## config.mk

```make
export PLATFORM = sky130hd
export DESIGN_NAME = cached_rom_top
export DESIGN_NICKNAME = d
export VERILOG_FILES = /design/src/cache_pkg.sv /design/src/backing_rom.sv /design/src/cache_ro_multi.sv /design/src/cached_rom_top.sv /design/src/miss_handler.sv
export SDC_FILE = /design/constraint.sdc
export NUM_CORES = 1
export LEC_CHECK = 0
export BUFFER_PORTS_ARGS = -buffer_cell sky130_fd_sc_hd__buf_2
export CAP_MARGIN = 20
export CORE_UTILIZATION = 25
export CTS_CLUSTER_SIZE = 8
export DETAILED_ROUTE_END_ITERATION = 8
export HOLD_SLACK_MARGIN = 0.1
export PLACE_DENSITY = 0.45
export SETUP_SLACK_MARGIN = 0.2
export SLEW_MARGIN = 10
export SYNTH_ARGS = -nofsm -noshare
export SYNTH_HDL_FRONTEND = slang
export SYNTH_SLANG_ARGS = --single-unit
```

## constraint.sdc

```tcl
create_clock -name i_clk -period 2.6 [get_ports i_clk]
set_input_delay 0.26 -clock i_clk [delete_from_list [all_inputs] [get_ports i_clk]]
set_output_delay 0.26 -clock i_clk [all_outputs]
set_load 0.05 [all_outputs]
```

## src/rom_image.hex

```
// one 32-bit block per line, line n holds block address n
// bytes: addr, ~addr, 3c, addr ^ a5
00FF3CA5
01FE3CA4
02FD3CA7
03FC3CA6
04FB3CA1
05FA3CA0
06F93CA3
07F83CA2
08F73CAD
09F63CAC
0AF53CAF
0BF43CAE
0CF33CA9
0DF23CA8
0EF13CAB
0FF03CAA
10EF3CB5
11EE3CB4
12ED3CB7
13EC3CB6
14EB3CB1
15EA3CB0
16E93CB3
17E83CB2
18E73CBD
19E63CBC
1AE53CBF
1BE43CBE
1CE33CB9
1DE23CB8
1EE13CBB
1FE03CBA
20DF3C85
21DE3C84
22DD3C87
23DC3C86
24DB3C81
25DA3C80
26D93C83
27D83C82
28D73C8D
29D63C8C
2AD53C8F
2BD43C8E
2CD33C89
2DD23C88
2ED13C8B
2FD03C8A
30CF3C95
31CE3C94
32CD3C97
33CC3C96
34CB3C91
35CA3C90
36C93C93
37C83C92
38C73C9D
39C63C9C
3AC53C9F
3BC43C9E
3CC33C99
3DC23C98
3EC13C9B
3FC03C9A

```

## src/cache_pkg.sv

```systemverilog
/*
 * Shared widths, cache command/response structs and the miss handler states.
 * Imported by every module of the cached ROM.
 */
`default_nettype none

package cache_pkg;

    // tied to the hex image, not meant to vary
    localparam int ADDR_W  = 6;   // block address, 64 blocks
    localparam int BLOCK_W = 32;  // bits per block

    // one command to the cache, valid for one cycle
    typedef struct packed {
        logic               en;
        logic               wrt;   // 1 = fill, 0 = lookup
        logic [ADDR_W-1:0]  addr;  // block index, no byte offset
        logic [BLOCK_W-1:0] data;  // fill data, ignored on lookup
    } cache_cmd_t;

    // registered reply, one cycle after the command
    typedef struct packed {
        logic [BLOCK_W-1:0] data;
        logic               success;  // hit on read, accepted on write
    } cache_rsp_t;

    typedef enum logic [2:0] {
        ST_IDLE,
        ST_LOOKUP,
        ST_CHECK,
        ST_FETCH,
        ST_FILL,
        ST_RESPOND
    } handler_state_t;

endpackage : cache_pkg

`default_nettype wire

```

## src/backing_rom.sv

```systemverilog
/*
 * Slow block ROM loaded from rom_image.hex, fixed read latency.
 * Data and valid appear ROM_LATENCY cycles after the read strobe.
 */
`timescale 1ns/1ps
`default_nettype none

module backing_rom import cache_pkg::*; #(
    parameter int ROM_LATENCY = 3  // cycles from i_rd to o_valid
) (
    input  wire               i_clk,
    input  wire               i_rst,
    input  wire               i_rd,
    input  wire  [ADDR_W-1:0] i_addr,
    output logic              o_valid,
    output logic [BLOCK_W-1:0] o_data
);
    localparam int DEPTH = 1 << ADDR_W;

    if (ROM_LATENCY < 1) begin : g_bad_latency
        $error("backing_rom needs ROM_LATENCY >= 1");
    end

    logic [BLOCK_W-1:0]     mem [DEPTH];
    logic [ROM_LATENCY-1:0] pend_sr;  // one bit per cycle in flight
    logic [ADDR_W-1:0]      addr_q;

    initial begin
        $readmemh("/design/src/rom_image.hex", mem);
    end

    always_ff @(posedge i_clk) begin
        if (i_rst) begin
            pend_sr <= '0;
        end else begin
            pend_sr[0] <= i_rd;
            for (int i = 1; i < ROM_LATENCY; i++) begin
                pend_sr[i] <= pend_sr[i-1];
            end
        end
    end

    always_ff @(posedge i_clk) begin
        if (i_rd) begin
            addr_q <= i_addr;  // held until the next read
        end
    end

    assign o_valid = pend_sr[ROM_LATENCY-1];
    assign o_data  = mem[addr_q];

    // one read at a time
    a_no_overlap: assert property (
        @(posedge i_clk) disable iff (i_rst)
        i_rd |-> (pend_sr == '0)
    ) else $error("rom read issued while another read is in flight");

endmodule : backing_rom

`default_nettype wire

```

## src/cache_ro_multi.sv

```systemverilog
/*
 * Set-associative read-only cache, block addressed, NMRU replacement on fill.
 * A write echoes its data and is refused if the tag is already present.
 */
`timescale 1ns/1ps
`default_nettype none

module cache_ro_multi import cache_pkg::*; #(
    parameter int WAY       = 2,  // blocks per set, at least 2
    parameter int BIT_INDEX = 2   // set index width
) (
    input  wire        i_clk,
    input  wire        i_rst,
    input  cache_cmd_t i_cmd,
    output cache_rsp_t o_rsp
);
    localparam int TAG_W = ADDR_W - BIT_INDEX;
    localparam int SETS  = 1 << BIT_INDEX;
    localparam int WAY_W = $clog2(WAY);

    if (WAY < 2) begin : g_bad_way
        $error("cache_ro_multi needs WAY >= 2");
    end
    if (BIT_INDEX >= ADDR_W) begin : g_bad_index
        $error("cache_ro_multi needs BIT_INDEX < ADDR_W");
    end

    logic [BLOCK_W-1:0] data_mem [SETS][WAY];
    logic [TAG_W-1:0]   tag_mem  [SETS][WAY];
    logic [WAY-1:0]     valid    [SETS];
    logic [WAY_W-1:0]   mru      [SETS];  // most recently used way

    logic [BIT_INDEX-1:0] set_idx;
    logic [TAG_W-1:0]     tag_in;
    logic                 hit;
    logic [WAY_W-1:0]     hit_way;
    logic                 has_free;
    logic [WAY_W-1:0]     free_way;
    logic [WAY_W-1:0]     victim_way;
    logic [WAY_W-1:0]     fill_way;
    logic                 do_read;
    logic                 do_write;
    logic [BLOCK_W-1:0]   rsp_data;
    logic                 rsp_success;

    assign set_idx = i_cmd.addr[BIT_INDEX-1:0];
    assign tag_in  = i_cmd.addr[ADDR_W-1:BIT_INDEX];

    // tag match, lowest invalid way and highest non-MRU way of the set
    always_comb begin
        hit        = 1'b0;
        hit_way    = '0;
        has_free   = 1'b0;
        free_way   = '0;
        victim_way = '0;
        for (int w = 0; w < WAY; w++) begin
            if (valid[set_idx][w] && tag_mem[set_idx][w] == tag_in) begin
                hit     = 1'b1;
                hit_way = WAY_W'(w);
            end
            if (WAY_W'(w) != mru[set_idx]) begin
                victim_way = WAY_W'(w);  // last one wins, highest index
            end
        end
        // walk down so the lowest invalid way is kept
        for (int w = WAY - 1; w >= 0; w--) begin
            if (!valid[set_idx][w]) begin
                has_free = 1'b1;
                free_way = WAY_W'(w);
            end
        end
    end

    assign fill_way = has_free ? free_way : victim_way;
    assign do_read  = i_cmd.en && !i_cmd.wrt && hit;
    assign do_write = i_cmd.en && i_cmd.wrt && !hit;  // refused if present

    // block and tag storage, plus the reply data
    always_ff @(posedge i_clk) begin
        if (do_write) begin
            data_mem[set_idx][fill_way] <= i_cmd.data;
            tag_mem[set_idx][fill_way]  <= tag_in;
            rsp_data                    <= i_cmd.data;  // echo on fill
        end else if (do_read) begin
            rsp_data <= data_mem[set_idx][hit_way];
        end
    end

    // valid bits, MRU pointers and the success flag
    always_ff @(posedge i_clk) begin
        if (i_rst) begin
            rsp_success <= 1'b0;
            for (int s = 0; s < SETS; s++) begin
                valid[s] <= '0;
                mru[s]   <= '0;
            end
        end else begin
            rsp_success <= do_read || do_write;
            if (do_write) begin
                valid[set_idx][fill_way] <= 1'b1;
                mru[set_idx]             <= fill_way;
            end else if (do_read) begin
                mru[set_idx] <= hit_way;  // a hit refreshes the MRU
            end
        end
    end

    assign o_rsp = '{data: rsp_data, success: rsp_success};

    // the handler must never present a live command with a floating address
    a_cmd_addr_known: assert property (
        @(posedge i_clk) disable iff (i_rst)
        i_cmd.en |-> !$isunknown(i_cmd.addr)
    ) else $error("cache command enabled with unknown address %b", i_cmd.addr);

endmodule : cache_ro_multi

`default_nettype wire

```

## src/cached_rom_top.sv

```systemverilog
/*
 * Cached read-only store: miss handler, set-associative cache and block ROM.
 * Pulse i_req with an address, wait for o_resp_valid; hold off while o_busy.
 */
`timescale 1ns/1ps
`default_nettype none

module cached_rom_top import cache_pkg::*; #(
    parameter int WAY         = 2,
    parameter int BIT_INDEX   = 2,  // 4 sets
    parameter int ROM_LATENCY = 3
) (
    input  wire                i_clk,
    input  wire                i_rst,
    input  wire                i_req,
    input  wire  [ADDR_W-1:0]  i_req_addr,
    output logic               o_busy,
    output logic               o_resp_valid,
    output logic [BLOCK_W-1:0] o_resp_data,
    output logic               o_resp_hit
);
    cache_cmd_t         cache_cmd;
    cache_rsp_t         cache_rsp;
    logic               rom_rd;
    logic [ADDR_W-1:0]  rom_addr;
    logic               rom_valid;
    logic [BLOCK_W-1:0] rom_data;

    miss_handler u_handler (
        .i_clk        (i_clk),
        .i_rst        (i_rst),
        .i_req        (i_req),
        .i_req_addr   (i_req_addr),
        .o_busy       (o_busy),
        .o_resp_valid (o_resp_valid),
        .o_resp_data  (o_resp_data),
        .o_resp_hit   (o_resp_hit),
        .o_cache_cmd  (cache_cmd),
        .i_cache_rsp  (cache_rsp),
        .o_rom_rd     (rom_rd),
        .o_rom_addr   (rom_addr),
        .i_rom_valid  (rom_valid),
        .i_rom_data   (rom_data)
    );

    cache_ro_multi #(
        .WAY       (WAY),
        .BIT_INDEX (BIT_INDEX)
    ) u_cache (
        .i_clk (i_clk),
        .i_rst (i_rst),
        .i_cmd (cache_cmd),
        .o_rsp (cache_rsp)
    );

    backing_rom #(
        .ROM_LATENCY (ROM_LATENCY)
    ) u_rom (
        .i_clk   (i_clk),
        .i_rst   (i_rst),
        .i_rd    (rom_rd),
        .i_addr  (rom_addr),
        .o_valid (rom_valid),
        .o_data  (rom_data)
    );

endmodule : cached_rom_top

`default_nettype wire

```

## src/miss_handler.sv

```systemverilog
/*
 * Request FSM in front of the cache: lookup, check, fetch from ROM on a miss,
 * fill the cache and respond. One request at a time, no queueing.
 */
`timescale 1ns/1ps
`default_nettype none

module miss_handler import cache_pkg::*; (
    input  wire                i_clk,
    input  wire                i_rst,
    input  wire                i_req,
    input  wire  [ADDR_W-1:0]  i_req_addr,
    output logic               o_busy,
    output logic               o_resp_valid,
    output logic [BLOCK_W-1:0] o_resp_data,
    output logic               o_resp_hit,
    output cache_cmd_t         o_cache_cmd,
    input  cache_rsp_t         i_cache_rsp,
    output logic               o_rom_rd,
    output logic [ADDR_W-1:0]  o_rom_addr,
    input  wire                i_rom_valid,
    input  wire  [BLOCK_W-1:0] i_rom_data
);
    handler_state_t state;

    logic [ADDR_W-1:0]  addr_q;    // latched request address
    logic [BLOCK_W-1:0] data_q;    // hit data from the lookup
    logic               cmd_en;
    logic               cmd_wrt;
    logic [BLOCK_W-1:0] cmd_data;

    // control path
    always_ff @(posedge i_clk) begin
        if (i_rst) begin
            state        <= ST_IDLE;
            o_resp_valid <= 1'b0;
            o_rom_rd     <= 1'b0;
            cmd_en       <= 1'b0;
        end else begin
            o_resp_valid <= 1'b0;
            o_rom_rd     <= 1'b0;
            cmd_en       <= 1'b0;
            case (state)
                ST_IDLE: begin
                    if (i_req) begin
                        cmd_en <= 1'b1;  // lookup sampled next edge
                        state  <= ST_LOOKUP;
                    end
                end
                ST_LOOKUP: state <= ST_CHECK;
                ST_CHECK: begin
                    if (i_cache_rsp.success) begin
                        state <= ST_RESPOND;
                    end else begin
                        o_rom_rd <= 1'b1;
                        state    <= ST_FETCH;
                    end
                end
                ST_FETCH: begin
                    if (i_rom_valid) begin
                        cmd_en <= 1'b1;  // fill write
                        state  <= ST_FILL;
                    end
                end
                ST_FILL: begin
                    state <= ST_RESPOND;  // cache takes the write on this edge
                end
                ST_RESPOND: begin
                    o_resp_valid <= 1'b1;
                    state        <= ST_IDLE;
                end
                default: state <= ST_IDLE;
            endcase
        end
    end

    // data path
    always_ff @(posedge i_clk) begin
        if (state == ST_IDLE && i_req) begin
            addr_q  <= i_req_addr;
            cmd_wrt <= 1'b0;
        end
        if (state == ST_CHECK) begin
            data_q <= i_cache_rsp.data;
        end
        if (state == ST_FETCH && i_rom_valid) begin
            cmd_wrt  <= 1'b1;
            cmd_data <= i_rom_data;
        end
        if (state == ST_RESPOND) begin
            if (cmd_wrt) begin  // miss, echo of the fill is on i_cache_rsp now
                o_resp_data <= i_cache_rsp.data;
                o_resp_hit  <= 1'b0;
            end else begin
                o_resp_data <= data_q;
                o_resp_hit  <= 1'b1;
            end
        end
    end

    assign o_busy      = (state != ST_IDLE);
    assign o_rom_addr  = addr_q;
    assign o_cache_cmd = '{en: cmd_en, wrt: cmd_wrt, addr: addr_q, data: cmd_data};

    // requester has to wait while busy, strobes are dropped otherwise
    a_no_req_when_busy: assert property (
        @(posedge i_clk) disable iff (i_rst)
        i_req |-> !o_busy
    ) else $error("request strobe while busy, dropped");

    // a tag that just missed cannot be present, so the fill must be accepted
    a_fill_accepted: assert property (
        @(posedge i_clk) disable iff (i_rst)
        (state == ST_RESPOND && cmd_wrt) |-> i_cache_rsp.success
    ) else $error("cache refused fill of address %0d", addr_q);

endmodule : miss_handler

`default_nettype wire

```

==> results of run 1 <==
kinds of logic after synthesis:
| kind of cell | after synthesis | synth area share |
|---|---|---|
| XOR/XNOR | 10 | 0.0299 |
| AO/OA/AOI/OAI | 23 | 0.0478 |
| AND/OR/NAND/NOR | 54 | 0.103 |
| buffers and inverters | 45 | 0.103 |
| other | 1 | 0.00128 |
| flip-flops | 64 | 0.612 |
| multiplexers | 16 | 0.103 |
through the flow:
step	total power [mW]	setup TNS [ns]	worst slack (ns)
6_report	2.63	0	0.205
5_1_grt	2.73	0	0.109
4_1_cts	2.63	0	0.210
3_5_place_dp	1.55	-0.00943	-0.00239
3_3_place_gp	1.55	0	0.0176
2_1_floorplan	1.51	0	0.212
worst reg2reg max path, cell delays in order (launching register included):
cell and delay, ns:
dfxtp_4 0.40, buf_6 0.13, mux4_2 0.51, xor2_2 0.17, nor4_4 0.32, nand2_2 0.13
and3_4 0.24, o31ai_2 0.19
flip-flops by register name (all words and copies together) (netlist names), 3 cells and up, named ones only:
register	count
u_cache.mru	4
u_handler.state	3
u_handler.o_rom_addr	6
u_cache.tag_mem	32
u_cache.valid	8
u_rom.pend_sr	3
worst paths after layout:
path / from / end / slack (ns) / cells past startpoint
hold / removal: i_req_addr[5] / u_handler.o_rom_addr[5] / 0.11 / 1
hold reg to reg: u_rom.pend_sr[1] / u_rom.pend_sr[2] / 0.43 / 1
setup reg to reg: register / u_cache.mru[3] / 0.20 / 7
setup / recovery: register / u_cache.mru[3] / 0.20 / 7
power by group through the flow:
stage | Sequential (mW) | Combinational, mW | Clock [mW]
floorplan | 1.19 | 0.324 | 0
global placement | 1.21 | 0.343 | 0
detailed placement | 1.21 | 0.343 | 0
CTS | 1.19 | 0.352 | 1.09
global route | 1.20 | 0.399 | 1.13
finish | 1.19 | 0.370 | 1.07
repair_timing:
action	in CTS	in global routing
hold endpoints to repair	3	0
cloned	0	2
setup endpoints to repair	53	45
pin swaps	2	8
hold buffers	3	0
setup buffers	0	2
gates resized for setup	8	27
Yosys cell counts (5+ instances only):
cell type,count,area (sq um)
mux2i_1,5,50.1
o21ai_0,11,55.1
mux4_1,7,184
buf_4,33,248
clkbuf_1,6,22.5
nor3_1,14,70.1
xor2_1,6,52.6
nor2_1,12,45.0
nand2_1,6,22.5
edfxtp_1,51,1530
o31ai_1,5,37.5
dfxtp_1,13,260
routing by layer:
metal	part of all wire	global-route usage
met3	0.034	0.0323
met1	0.47	0.111
met5	0	0
met4	0.027	0.0583
met2	0.47	0.144
final cells by class:
type                       count  share of cell area
timing repair buffer          34              0.0762
tap                          143              0.0495
clock inverter                 7              0.0135
clock buffer                   9              0.0623
multi-input combinational    136               0.298
inverter                       3             0.00312
sequential                    64               0.497
==> summary.txt, run 1 <==
Timing
  • Final hold viol count: 0
  • Final Max Slew Viols: 0
  • Tcrit/Tclk final: 0.921
  • Slew Limit Headroom: 0.603
  • RSZ-0062 raised after global routing: true
  • Maximum clock frequency: between 400 and 500 MHz
  • Worst clock skew: 0.00236 ns
  • Worst hold slack: 0.113 ns
  • Final setup vio count: 0
  • Worst Tran Pin Value: 0.594 ns
  • Period minus WS final: around 2.4 ns

Placement
  • # port buffers: 11
  • Dpl cells: 373
  • GPL Wtd Cong: 0.766
  • Dpl hpwl: ~3500 um
  • Area after DPL: ~3100 sq um

Clock network
  • CTS tree: built
  • H-tree depth: 3
  • Clk sinks: 64
  • Clk root buf: clkbuf_16
  • Clk buf depth: 2
  • Worst-Skew Late Latency: 0.33 ns
  • Clock slew at reported path FFs: about 0.050 ns
  • Num CTS Buffers: 9

Setup path
  • Critical Path End Type: register
  • WP data required: 2.62 ns
  • CP max stage delay: 0.51 ns
  • CP startpoint kind: register
  • WS Path Type: register to register
  • Slowest stage cell, crit path: mux4_2
  • Max FO, Critical Path: 6
  • Critical path cell sequence: buf_6, mux4_2, xor2_2, nor4_4, nand2_2, and3_4, o31ai_2
  • Worst endpoint data arrival time: approximately 2.4 ns
  • Crit path buffers/inverters: 1
  • Largest delay share family, worst path: simple AND/OR/NAND/NOR gates

GRT
  • Largest net degree at the start of global routing: 18
  • Grt total ovfl: 0
  • Vias in the first global route: 1603
  • Initial antenna violation count: 0
  • Tot GR Track Use: 0.0932
  • First-pass GRT wire length: 8090 um

Outcome
  • Status: completed

Power and ir drop
  • Sequential share of power: 0.452
  • NetSw: just over 0.7 mW
  • Sw Share: 0.271
  • Clk pwr share: 0.407
  • Max IR drop VDD: about 500 uV
  • Pwr/cell area: 728 nW/um^2
  • Int Pwr: 1.92 mW
  • Pleak: 1.27 nW
  • Comb pwr share: 0.141

Layout
  • Layout cells sized above 1: 0.292
  • Non-Filler Instances: 396
  • Layout Utilization: 0.316
  • Commonest non-fill, non-tap cell in the layout: edfxtp_1
  • N_diodes: 0
  • Commonest cells after routing, fill and taps aside: 51 x edfxtp_1, 32 x conb_1, 13 x nor3_1
  • Nets: about 260
  • Finished Cell Area: approximately 3600 sq um
  • Layout area overhead: 23.3%
  • # fillers: 1161
  • Area of the multi-input gates: around 1100 sq um
  • Register area: 1800 sq um

Floorplan
  • Initial Util: 0.257
  • # IOs: 44
  • Die height: 110 um
  • Floorplan core area: 11400 sq um
  • Die area: 12200 sq um
  • # rows: 39
  • Die width: 110 um

Synth
  • Gate Count Post-Synth: 213
  • Synthesized area per cell: 13.8 sq um
  • FF+latch count, synth: 64
  • Yosys cell types: 40
  • Cell Area, Synth: a little under 3000 sq um
  • Yosys warning total: 0
  • Ys async rst share: 0
  • Most used DFF post-synth: edfxtp_1
  • Seq/Total Area, Yosys: 0.612
  • Post-synth EDFFs: 51

Detailed routing
  • Drt drc: 0
  • Final antenna-violating net count: 0
  • Routed WL: between 5000 and 6000 um
  • DR WL/cell: 12.7 um
  • DRT Pass-1 Iters: 5
  • Starting DRC count in detailed routing: 80
  • Via count: 1659
  • Post-DR vias/cell: 4.19

Hold path
  • Min-Delay Path Class: input pin to register

Flow run
  • Number of max-cap violations: 0
Note: power is estimated with default switching activity, not from simulation.
==> run 2: changes to the inputs <==
==> constraint.sdc (replaced) <==
create_clock -name i_clk -period 2.6 [get_ports i_clk]
set_input_delay 0 -clock i_clk [delete_from_list [all_inputs] [get_ports i_clk]]
set_output_delay 0 -clock i_clk [all_outputs]
set_load 0.05 [all_outputs]
==> run 2 against run 1 <==
  * Clock skew about the same
  * Critical path depth stayed put
  * Clock power is essentially flat
  * Maximum frequency about the same
  * First-iteration DRC count increased by 1.3%
==> summary.txt, run 2 (synthesized netlist as in run 1, its figures left out) <==
Setup path
  • Slowest stage cell, crit path: mux4_2
  • CP max stage delay: 0.51 ns
  • CP startpoint kind: register
  • Largest delay share family, worst path: simple AND/OR/NAND/NOR gates
  • Max FO, Critical Path: 6
  • Critical Path End Type: register
  • Worst endpoint data arrival time: 2.42 ns
  • Critical path cell sequence: buf_6, mux4_2, xor2_2, nor4_4, nand2_2, and3_4, o31ai_2
  • Crit path buffers/inverters: 1
  • WP data required: approximately 2.6 ns
  • WS Path Type: register to register
  • R2R setup slack: ~0.20 ns

Layout
  • Non-Filler Instances: 401
  • Finished Cell Area: 3660 sq um
  • Top reg by flops: u_cache.tag_mem
  • # fillers: roughly 1200
  • Nets: 262
  • Layout cells sized above 1: 0.287
  • N_diodes: 0
  • Layout area overhead: 25.0%
  • Max reg flops: 32
  • Area of the multi-input gates: 1080 sq um
  • Register area: 1800 sq um
  • Commonest non-fill, non-tap cell in the layout: edfxtp_1
  • Commonest cells after routing, fill and taps aside: 51 x edfxtp_1, 32 x conb_1, 13 x nor3_1

Placement
  • Dpl hpwl: 3530 um
  • Area after DPL: 3130 sq um
  • # port buffers: 11
  • GPL Wtd Cong: 0.766
  • Dpl cells: 373

Clock network
  • H-tree depth: 3
  • CTS tree: built
  • Worst-Skew Late Latency: 0.33 ns
  • Clk root buf: clkbuf_16
  • Clk sinks: 64
  • Clk buf depth: 2
  • Clock slew at reported path FFs: ~0.050 ns
  • Num CTS Buffers: 9

GRT
  • Tot GR Track Use: 0.0936
  • Grt total ovfl: 0
  • Vias in the first global route: about 1600
  • Initial antenna violation count: 0
  • Largest net degree at the start of global routing: 18
  • First-pass GRT wire length: slightly above 8000 um

Floorplan
  • Die area: 12200 sq um
  • # IOs: 44
  • Floorplan core area: 11400 sq um
  • Initial Util: 0.257
  • Die width: 110 um
  • Die height: 110 um
  • # rows: 39

Outcome
  • Status: completed

Timing
  • Worst Tran Pin Value: ~0.59 ns
  • Final setup vio count: 0
  • Maximum clock frequency: about 420 MHz
  • RSZ-0062 raised after global routing: true
  • Final Max Slew Viols: 0
  • Period minus WS final: roughly 2.4 ns
  • Final hold viol count: 0
  • Slew Limit Headroom: 0.603
  • Worst clock skew: between 0.002 and 0.0025 ns
  • Tcrit/Tclk final: 0.921

Power and ir drop
  • Max IR drop VDD: 510 uV
  • Pleak: 1.29 nW
  • Pwr/cell area: 719 nW/um^2

Detailed routing
  • Post-DR vias/cell: ~4.2
  • Routed WL: about 5000 um
  • Via count: around 1700
  • DR WL/cell: 12.6 um
  • DRT Pass-1 Iters: 4
  • Starting DRC count in detailed routing: 81
  • Drt drc: 0
  • Final antenna-violating net count: 0

Flow run
  • Number of max-cap violations: 0

Hold path
  • Min-Delay Path Class: input pin to register
## run 2: cell count changes in the layout (fill, tap and decap cells not counted), sizes merged
cell / delta
dlygate4sd3: +5
## run 2: power by group
group	switching [mW]	internal (mW)	leakage, nW	total (mW)
Sequential	0.0446	1.14	0.584	1.19
Combinational	0.239	0.137	0.580	0.376
Clock	0.429	0.641	0.125	1.07
## run 2: path summary, 6_finish.rpt
check,end,startpoint,cells past startpoint
worst max-delay path,u_cache.mru[3],register,7
worst min-delay path,u_handler.o_rom_addr[2],i_req_addr[2],2
worst max register to register,u_cache.mru[3],register,7
worst min register to register,u_rom.pend_sr[2],u_rom.pend_sr[1],1
## run 2: layer usage
layer	vias up	track usage	share of wire
met3	11	0.0323	0.040
li1	812	-	-
met1	818	0.112	0.46
met2	37	0.144	0.47
met4	0	0.0583	0.029
met5	-	0	0
## run 2: repair_timing
item	4_1_cts	5_1_grt
setup buffers	0	2
gates cloned	0	2
setup endpoints to repair	53	44
hold endpoints to repair	16	0
pin swaps	2	8
hold buffers	8	0
resized for setup	8	27
## run 2: final cells by class
cell class / instances / area share
Clock buffer: 9 / 0.0615
Sequential cell: 64 / 0.490
Tap cell: 143 / 0.0489
Inverter: 3 / 0.00307
Multi-Input combinational cell: 136 / 0.294
Clock inverter: 7 / 0.0133
Timing Repair Buffer: 39 / 0.0888
## run 2: stage by stage
stage / total power [mW] / worst slack (ns) / util / setup TNS [ns] / hold WS (ns)
2_1_floorplan: 1.51 / 0.212 / - / 0 / 0.0989
3_3_place_gp: 1.55 / 0.0176 / 0.274 / 0 / 0.178
3_5_place_dp: 1.55 / -0.00239 / 0.274 / -0.00943 / 0.178
4_1_cts: 2.64 / 0.210 / 0.307 / 0 / 0.368
5_1_grt: 2.74 / 0.109 / 0.321 / 0 / 0.372
6_report: 2.63 / 0.205 / 0.321 / 0 / 0.383
